**src/pll_ctrl_defines.svh**
```systemverilog
`ifndef PLL_CTRL_DEFINES_SVH
`define PLL_CTRL_DEFINES_SVH

// DRP port sizes.
`define DRP_ADDR_W 5
`define DRP_DATA_W 16
`define CFG_SEL_W 2

// feedback divider register pair.
`define DRP_ADDR_FB1 5'h14
`define DRP_ADDR_FB2 5'h15

// output 0 divider register pair.
`define DRP_ADDR_OUT1 5'h08
`define DRP_ADDR_OUT2 5'h09

`define POR_STRETCH 15 // cycles of power-on stretch.
`define POR_CNT_W 4
`define LOCK_SYNC_W 2

// toggle stages behind the free running divide-by-two.
`define DIV_STAGES 4

`endif

```
**src/pll_ctrl_pkg.sv**
```systemverilog
package pll_ctrl_pkg;

  // one entry of the configuration table.
  typedef struct packed {
    logic [7:0] fb_mult;
    logic [7:0] out0_div;
  } pll_cfg_t;

  // released resets, both active low.
  typedef struct packed {
    logic rstx_fast;
    logic rstx_slow;
  } rst_out_t;

endpackage

```
**src/pll_drp_pkg.sv**
```systemverilog
`include "pll_ctrl_defines.svh"

package pll_drp_pkg;

  // one request on the DRP port.
  typedef struct packed {
    logic                   den;
    logic                   dwe;
    logic [`DRP_ADDR_W-1:0] daddr;
    logic [`DRP_DATA_W-1:0] di;
  } drp_req_t;

  // first register of a divider pair.
  typedef struct packed {
    logic [2:0] phase_mux;
    logic       rsvd;
    logic [5:0] high_time;
    logic [5:0] low_time;
  } clkreg1_t;

  // second register of a divider pair.
  typedef struct packed {
    logic [7:0] rsvd;
    logic       edge_bit;   // odd divide, adds half a cycle to the high time.
    logic       no_count;   // divide by one bypasses the counter.
    logic [5:0] delay_time;
  } clkreg2_t;

  // the address tells which view of the word is valid.
  typedef union packed {
    clkreg1_t r1;
    clkreg2_t r2;
  } drp_word_u;

endpackage

```
**src/clk_div_chain.sv**
```systemverilog
`timescale 1ns/1ps
`include "pll_ctrl_defines.svh"

module clk_div_chain (
  input  logic CLKS,
  input  logic RSTXS,
  output logic clkf_data,
  output logic slow_tick
);

  // bit 0 is the divide-by-two, every higher bit halves the one below.
  logic [`DIV_STAGES:0] div_q;
  logic [`DIV_STAGES:0] div_d1;

  always_ff @(posedge CLKS or negedge RSTXS) begin
    if (!RSTXS) begin
      div_q  <= '0;
      div_d1 <= '0;
    end else begin
      div_d1   <= div_q;
      div_q[0] <= ~div_q[0];
      for (int i = 1; i <= `DIV_STAGES; i++) begin
        if (div_q[i-1] && !div_d1[i-1]) begin
          div_q[i] <= ~div_q[i]; // toggle on the rising edge of the stage below.
        end
      end
    end
  end

  assign clkf_data = div_q[`DIV_STAGES];

  // high in the first cycle of the high half of clkf_data.
  assign slow_tick = div_q[`DIV_STAGES] && !div_d1[`DIV_STAGES];

endmodule

```
**src/pll_cfg_rom.sv**
```systemverilog
`timescale 1ns/1ps
`include "pll_ctrl_defines.svh"

module pll_cfg_rom import pll_drp_pkg::*, pll_ctrl_pkg::*; (
  input  logic [`CFG_SEL_W-1:0]  sel,
  input  logic [`DRP_ADDR_W-1:0] addr,
  input  drp_word_u              old_word,
  output drp_word_u              new_word
);

  pll_cfg_t   cfg;
  logic       is_fb;
  logic       is_reg1;
  logic [7:0] n_val;
  logic [7:0] high_n;
  logic [7:0] low_n;

  always_comb begin
    case (sel)
      2'd0: cfg = '{fb_mult: 8'd32, out0_div: 8'd2};
      2'd1: cfg = '{fb_mult: 8'd16, out0_div: 8'd1};
      2'd2: cfg = '{fb_mult: 8'd24, out0_div: 8'd3};
      default: cfg = '{fb_mult: 8'd20, out0_div: 8'd5};
    endcase
  end

  assign is_fb   = (addr == `DRP_ADDR_FB1) || (addr == `DRP_ADDR_FB2);
  assign is_reg1 = (addr == `DRP_ADDR_FB1) || (addr == `DRP_ADDR_OUT1);

  assign n_val  = is_fb ? cfg.fb_mult : cfg.out0_div;
  assign high_n = n_val >> 1;
  assign low_n  = n_val - high_n; // odd values put the extra cycle in the low time.

  // bits that the divider does not own pass through from the read word.
  always_comb begin
    new_word = old_word;
    if (is_reg1) begin
      new_word.r1.high_time = high_n[5:0];
      new_word.r1.low_time  = low_n[5:0];
    end else begin
      new_word.r2.edge_bit = n_val[0];
      new_word.r2.no_count = (n_val == 8'd1);
    end
  end

endmodule

```
**src/pll_ctrl_top.sv**
```systemverilog
`timescale 1ns/1ps
`include "pll_ctrl_defines.svh"

module pll_ctrl_top import pll_drp_pkg::*, pll_ctrl_pkg::*; (
  input  logic                   CLKS,
  input  logic                   RSTXS,
  input  logic [`CFG_SEL_W-1:0]  cfg_sel,
  input  logic                   cfg_chg,
  output drp_req_t               drp_req,
  input  logic [`DRP_DATA_W-1:0] drp_do,
  input  logic                   drp_rdy,
  input  logic                   pll_locked,
  output logic                   pll_rst,
  output logic                   cfg_busy,
  output logic                   clkf_data,
  output logic                   slow_tick,
  output rst_out_t               rst_out
);

  pll_drp_seq u_drp_seq (
    .CLKS       (CLKS),
    .RSTXS      (RSTXS),
    .cfg_sel    (cfg_sel),
    .cfg_chg    (cfg_chg),
    .drp_req    (drp_req),
    .drp_do     (drp_do),
    .drp_rdy    (drp_rdy),
    .pll_locked (pll_locked),
    .pll_rst    (pll_rst),
    .cfg_busy   (cfg_busy)
  );

  clk_div_chain u_clk_div (
    .CLKS      (CLKS),
    .RSTXS     (RSTXS),
    .clkf_data (clkf_data),
    .slow_tick (slow_tick)
  );

  // busy from the sequencer holds both domains in reset.
  reset_release u_rst_rel (
    .CLKS      (CLKS),
    .RSTXS     (RSTXS),
    .cfg_busy  (cfg_busy),
    .slow_tick (slow_tick),
    .rst_out   (rst_out)
  );

endmodule

```
**src/pll_drp_seq.sv**
```systemverilog
`timescale 1ns/1ps
`include "pll_ctrl_defines.svh"

module pll_drp_seq import pll_drp_pkg::*; (
  input  logic                   CLKS,
  input  logic                   RSTXS,
  input  logic [`CFG_SEL_W-1:0]  cfg_sel,
  input  logic                   cfg_chg,
  output drp_req_t               drp_req,
  input  logic [`DRP_DATA_W-1:0] drp_do,
  input  logic                   drp_rdy,
  input  logic                   pll_locked,
  output logic                   pll_rst,
  output logic                   cfg_busy
);

  typedef enum logic [2:0] {
    S_IDLE,
    S_RD,
    S_RD_WAIT,
    S_WR,
    S_WR_WAIT,
    S_LOCK
  } state_t;

  state_t                  state;
  logic [1:0]              step;      // which of the four registers is in work.
  logic [`CFG_SEL_W-1:0]   sel_q;
  logic [`DRP_ADDR_W-1:0]  addr;
  logic [`LOCK_SYNC_W-1:0] lock_sync;
  drp_word_u               rd_word;
  drp_word_u               wr_word;

  pll_cfg_rom u_rom (
    .sel      (sel_q),
    .addr     (addr),
    .old_word (rd_word),
    .new_word (wr_word)
  );

  always_comb begin
    case (step)
      2'd0: addr = `DRP_ADDR_FB1;
      2'd1: addr = `DRP_ADDR_FB2;
      2'd2: addr = `DRP_ADDR_OUT1;
      default: addr = `DRP_ADDR_OUT2;
    endcase
  end

  assign drp_req.den   = (state == S_RD) || (state == S_WR);
  assign drp_req.dwe   = (state == S_WR);
  assign drp_req.daddr = addr;
  assign drp_req.di    = wr_word;

  always_ff @(posedge CLKS or negedge RSTXS) begin
    if (!RSTXS) begin
      lock_sync <= '0;
    end else begin
      lock_sync <= {lock_sync[`LOCK_SYNC_W-2:0], pll_locked};
    end
  end

  always_ff @(posedge CLKS) begin
    if (state == S_RD_WAIT && drp_rdy) begin
      rd_word <= drp_do;
    end
  end

  always_ff @(posedge CLKS or negedge RSTXS) begin
    if (!RSTXS) begin
      state    <= S_IDLE;
      step     <= 2'd0;
      sel_q    <= '0;
      pll_rst  <= 1'b1;
      cfg_busy <= 1'b1; // set 0 is loaded right after reset.
    end else begin
      case (state)
        S_IDLE: begin
          if (cfg_busy) begin
            state <= S_RD;
          end else if (cfg_chg) begin
            sel_q    <= cfg_sel;
            pll_rst  <= 1'b1;
            cfg_busy <= 1'b1;
            state    <= S_RD;
          end
        end
        S_RD: state <= S_RD_WAIT;
        S_RD_WAIT: begin
          if (drp_rdy) begin
            state <= S_WR;
          end
        end
        S_WR: state <= S_WR_WAIT;
        S_WR_WAIT: begin
          if (drp_rdy) begin
            step <= step + 2'd1; // wraps back to FB1 after the last pair.
            if (step == 2'd3) begin
              pll_rst <= 1'b0;
              state   <= S_LOCK;
            end else begin
              state <= S_RD;
            end
          end
        end
        S_LOCK: begin
          if (lock_sync[`LOCK_SYNC_W-1]) begin
            cfg_busy <= 1'b0;
            state    <= S_IDLE;
          end
        end
        default: state <= S_IDLE;
      endcase
    end
  end

endmodule

```
**src/reset_release.sv**
```systemverilog
`timescale 1ns/1ps
`include "pll_ctrl_defines.svh"

module reset_release import pll_ctrl_pkg::*; (
  input  logic     CLKS,
  input  logic     RSTXS,
  input  logic     cfg_busy,
  input  logic     slow_tick,
  output rst_out_t rst_out
);

  logic [`POR_CNT_W-1:0] por_cnt;
  logic                  por_done;
  logic                  rel_ok;
  logic                  fast_pre;
  logic                  fast_next;

  assign por_done  = (por_cnt == '0);
  assign rel_ok    = por_done && !cfg_busy;
  assign fast_next = fast_pre && rel_ok; // a busy PLL pulls the reset at once.

  always_ff @(posedge CLKS or negedge RSTXS) begin
    if (!RSTXS) begin
      por_cnt  <= `POR_CNT_W'(`POR_STRETCH);
      fast_pre <= 1'b0;
      rst_out  <= '0;
    end else begin
      if (!por_done) begin
        por_cnt <= por_cnt - `POR_CNT_W'(1);
      end
      fast_pre          <= rel_ok;
      rst_out.rstx_fast <= fast_next;

      // the slow domain follows on its first tick once the fast domain runs.
      rst_out.rstx_slow <= fast_next &&
                           (rst_out.rstx_slow || (rst_out.rstx_fast && slow_tick));
    end
  end

endmodule

```
**config.mk**
```make
export PLATFORM = sky130hd
export DESIGN_NAME = pll_ctrl_top
export DESIGN_NICKNAME = d
export VERILOG_FILES = /design/src/pll_ctrl_pkg.sv /design/src/pll_drp_pkg.sv /design/src/clk_div_chain.sv /design/src/pll_cfg_rom.sv /design/src/pll_ctrl_top.sv /design/src/pll_drp_seq.sv /design/src/reset_release.sv
export VERILOG_INCLUDE_DIRS = /design/src
export SDC_FILE = /design/constraint.sdc
export NUM_CORES = 1
export LEC_CHECK = 0
export ABC_AREA = 0
export BUFFER_PORTS_ARGS = -buffer_cell sky130_fd_sc_hd__buf_2
export CAP_MARGIN = 20
export CELL_PAD_IN_SITES_DETAIL_PLACEMENT = 1
export CELL_PAD_IN_SITES_GLOBAL_PLACEMENT = 1
export CORE_ASPECT_RATIO = 0.5
export CORE_MARGIN = 5
export CORE_UTILIZATION = 37
export CTS_CLUSTER_DIAMETER = 150
export DETAILED_ROUTE_END_ITERATION = 10
export PLACE_DENSITY = 0.72
export SLEW_MARGIN = 20
export SYNTH_ARGS = -nofsm -noshare
export SYNTH_HDL_FRONTEND = slang
export SYNTH_SLANG_ARGS = --single-unit
```
**constraint.sdc**
```tcl
create_clock -name CLKS -period 2.4 [get_ports CLKS]
set_input_delay 0.12 -clock CLKS [delete_from_list [all_inputs] [get_ports CLKS]]
set_output_delay 0.12 -clock CLKS [all_outputs]
set_load 0.1 [all_outputs]
```
# Word level (Yosys, flattened, before mapping)
# Cells that the tools add are included.
[totals]
register_bits = 44
latch_bits = 0
ramBits = 0
mem_bits_ro = 0
input_bits = 23
output_inout_bits = 29
elab_cells = 100
mem_count = 0
[op_classes]
n_addsub = 3
multipliers = 0
div = 0
magnitude_cmp = 0
n_eq_ne = 21
n_shift = 0
muxes = 22
n_bitwise = 6
n_reduce_logical = 31
[op_table]
columns = ["cell", "n"]
rows = [
  ["$pmux 14 s3", 1],
  ["$mux 3", 6],
  ["$pmux 3 s6", 1],
  ["$pmux 5 s3", 1],
  ["$eq 5x5->1 const B", 2],
  ["$logic_and 1x1->1", 10],
  ["$eq 8x1->1 const B", 1],
  ["$mux 8", 1],
  ["$ne 2x2->1 const B", 4],
  ["$mux 1", 7],
  ["$eq 2x2->1 const B", 3],
  ["$eq 3x2->1 const B", 2],
  ["$eq 3x3->1 const B", 2],
  ["$logic_not 1->1", 6],
  ["$mux 6", 1],
  ["$not 1->1", 6],
  ["$sub 6x6->6", 1],
  ["$eq 5x4->1 const B", 1],
  ["$reduce_and 5->1", 1],
  ["$eq 2x1->1 const B", 2],
  ["$logic_not 2->1", 2],
  ["$logic_not 4->1", 1],
  ["$logic_or 1x1->1", 4],
  ["$mux 4", 1],
  ["12 further kinds", 16],
]

# Longest topological paths before layout
[depth]
ltp_word = 7
mapped_depth = 10

# By module
# A second synthesis with hierarchy kept.
[unflattened]
hier_cells = 182
area_unflattened_um2 = 2155.8
[modules_own_cells]
columns = ["module", "instances", "cells_each", "area_each_um2", "seq_area_each_um2"]
rows = [
  ["pll_drp_seq", 1, 72, 1072.3, 758.2],
  ["pll_cfg_rom", 1, 66, 431.7, 0.0],
  ["reset_release", 1, 24, 331.6, 180.2],
  ["clk_div_chain", 1, 20, 320.3, 250.2],
]

# Worst setup path after synthesis
# Ideal clock, no wire load.
[synth_timing]
kind = "register to output"
from = "register u_drp_seq.step[0]"
to = "output drp_req[6] (netlist bit)"
t_arrival_ns = 3.597
required_ns = 2.280
setup_slack_ns = -1.317
path_stages_with_launch = 9
cell_sequence = "dfrtp_1 inv_1 ha_1 clkbuf_1 o211ai_1 ha_1 nand2_1 mux2_2 nor3_1"
[synth_lines]
columns = ["element", "line", "source"]
rows = [
  ["start: declaration", "pll_drp_seq.sv:27", "logic [1:0] step;"],
  ["start signal: assignment", "pll_drp_seq.sv:97", "step <= step + 2'd1;"],
  ["end: declaration", "pll_ctrl_top.sv:9", "output drp_req_t drp_req,"],
]

==> flow_metrics.py <==
metrics = {
    "run_status": {
        "status": "finished, violations left",
        "violations": "negative setup slack",
    },
    "worst_setup_path": {
        "max_stage_delay_ps": 400,
        "crit_chain": "inv_2, ha_4, o211ai_1, ha_1, buf_6, a2bb2oi_4, a32o_2, a21oi_4, buf_12",
        "path_delay_family": "compound AO/OA/AOI/OAI gates",
        "cp-end-kind": "primary output",
        "path_class": "flip-flop to primary output",
        "start_kind": "flip-flop",
        "crit_arrival_ps": 2400,
        "crit_required_ps": 2280,
        "cpMaxStageDelayCell": "dfrtp_2",
        "crit_buf_inv": 3,
        "critPathMaxFanout": 4,
    },
    "timing": {
        "fin_crit_sh": 1.05,
        "worstMarginPinSlew_ps": 620,
        "slew_headroom": 0.587,
        "layout_min_cycle_time_ps": 2520,
        "setup_viol": 4,
        "rsz0062_at_grt": "true",
        "worst_slack_ps": -122,
        "max_freq_mhz": 396,
        "hold_violations": 0,
        "fin_skew_ps": 6.72,
        "maxSlewViolCount": 0,
    },
    "synthesis": {
        "netlist_instances": 188,
        "synth_nets": 222,
        "netlist_area_mm2": 0.00208,
        "synth_edf_count": 14,
        "synth_most_common_cell": "dfrtp_1",
        "synth_ff_type": "dfrtp_1",
        "yosysWarnings": 0,
        "ys_seq_elements": 42,
        "synthTopCellsByArea": "dfrtp_1 27%, edfxtp_1 20%, dfstp_2 7.6%",
        "synth_top_area_share": 0.265,
        "yosysTopAreaCell": "dfrtp_1",
        "ys_seq_area_frac": 0.543,
        "async_flop_share": 0.667,
        "ys_types": 48,
        "synth_area_per_cell_um2": 11.0,
        "synthTopCellsByCount": "22 x dfrtp_1, 14 x edfxtp_1, 14 x nand2_1",
    },
    "clock_tree": {
        "cts_buffers": 5,
        "clockBufferDepth": 2,
        "cts_tree": "built",
        "clk_latency_ps": 280,
        "clk_pin_slew_ps": 60,
        "clkSinkCount": 42,
        "h-tree-depth": 2,
        "cts-root-buf": "clkbuf_16",
    },
    "die": {
        "die-area_mm2": 0.00730,
        "fp.dieH_um": 63.0,
        "io_pins": 52,
        "row_count": 19,
        "core_region_area_mm2": 0.00547,
        "die_width_um": 116,
        "start_util": 0.380,
    },
    "routing": {
        "drt-pass1-iter-count": 4,
        "wl_per_cell_um": 18.6,
        "avgViaCountPerCell": 4.93,
        "drc": 0,
        "ant_nets": 0,
        "drt_iter0_markers": 81,
        "wirelength_um": 6130,
        "num_vias": 1621,
    },
    "cells_and_area": {
        "syn2layout_area_growth_pct": 50.4,
        "regArea_mm2": 0.00113,
        "fillCellCount": 587,
        "instances_no_fill": 329,
        "layout-drive-gt1-share": 0.473,
        "n_antenna_cell": 0,
        "multiInputGateArea_mm2": 0.00106,
        "fin_util": 0.571,
        "fin_nets": 289,
    },
    "placement": {
        "io_buffers": 48,
        "dp_hpwl_um": 3710,
        "dp_cells": 304,
        "gp_congestion": 0.809,
    },
    "global_routing": {
        "grt_pass1_wl_um": 9310,
        "overflow": 0,
        "antenna_found_initial": 0,
        "grt_util_all_layers": 0.164,
        "grt_start_max_net_pins": 29,
        "grt_pass1_vias": 1879,
    },
    "flow_run": {
        "drv_cap": 0,
    },
    "min_path": {
        "hp-class": "primary input to flip-flop",
    },
}
layer usage:
layer,GRT usage,vias to the layer above,routed length [um]
met5,0,-,0
met4,0.0680,0,123
met3,0.0348,10,155
met2,0.314,24,3480
met1,0.173,818,2370
li1,-,769,-
cell type report:
type	count	share of cell area
flip-flops and latches	42	0.362
multi-input cells	118	0.340
well taps	73	0.0292
clock inverters	2	0.00361
clock buffers	6	0.0445
inverters	12	0.0144
repair buffers	76	0.206
layout by cell type, fill, tap and decap left out, types with 3 or more instances in the layout:
cell type	instances
buf_2	36
ha_4	3
buf_6	3
nor2_1	11
nand2b_1	7
or2_1	3
buf_12	11
inv_2	4
dfrtp_1	21
nand2_1	14
edfxtp_1	14
o21ai_0	3
mux2_1	3
dlygate4sd3_1	6
o21ai_1	4
ha_1	6
buf_4	20
dfstp_2	6
a21oi_4	3
a21oi_1	3
clkbuf_16	5
nor2b_1	3
xnor2_1	7
inv_1	8
final timing paths:
check / startpoint / to / slack [ps] / cells past startpoint
max: u_drp_seq.step[0]$_DFFE_PN0P_ / drp_req[3] / -120 / 9
min: drp_do[9] / u_drp_seq.rd_word[9]$_DFFE_PP_ / 10 / 1
max reg2reg: u_drp_seq.state[0]$_DFFE_PN0P_ / u_drp_seq.rd_word[15]$_DFFE_PP_ / 710 / 2
min reg2reg: u_drp_seq.lock_sync[0]$_DFF_PN0_ / u_drp_seq.lock_sync[1]$_DFF_PN0_ / 350 / 0
max in group asynchronous: RSTXS / u_drp_seq.step[0]$_DFFE_PN0P_ / 1560 / 2
min in group asynchronous: RSTXS / u_clk_div.div_q[4]$_DFFE_PN0P_ / 390 / 2
kinds of logic (layout without fill, tap and decap cells):
family	Yosys count	after routing	share of synthesized area
compound gates	36	36	0.119
xor+xnor	8	8	0.0337
fa+ha+maj	11	11	0.0663
buf+inv	28	96	0.0651
flops	42	42	0.543
mux	4	4	0.0217
other cells	1	1	0.00181
simple gates	58	58	0.149
what timing repair did:
item	in CTS	in global routing
pin swaps	11	9
resized for setup	23	6
endpoints found under the setup margin	6	12
hold buffers	2	4
hold endpoints to repair	23	4
buffers inserted	9	3
metrics by stage:
| step | setup TNS [ps] | hold WS, ps | area, um^2 | setup slack, ps |
|---|---|---|---|---|
| floorplan | -146 | -176 | 2230 | -92.6 |
| global placement | 0 | 156 | 2690 | 118 |
| detailed placement | 0 | 177 | 2690 | 56.1 |
| CTS | -427 | 2.59 | 3060 | -129 |
| global route | -815 | 6.61 | 3120 | -227 |
| finish | -367 | 9.90 | 3120 | -122 |
registers in the layout (all words and copies together), names as in the netlist, 2 cells and up:
register             flops
u_clk_div.div_d1         5
u_clk_div.div_q          5
u_drp_seq.lock_sync      2
u_drp_seq.rd_word       14
u_drp_seq.sel_q          2
u_drp_seq.state          3
u_drp_seq.step           2
u_rst_rel.por_cnt        4
u_rst_rel.rst_out        2
Power is not shown: default switching activity piles up to over one toggle a cycle in this logic, so the estimate is an artifact.
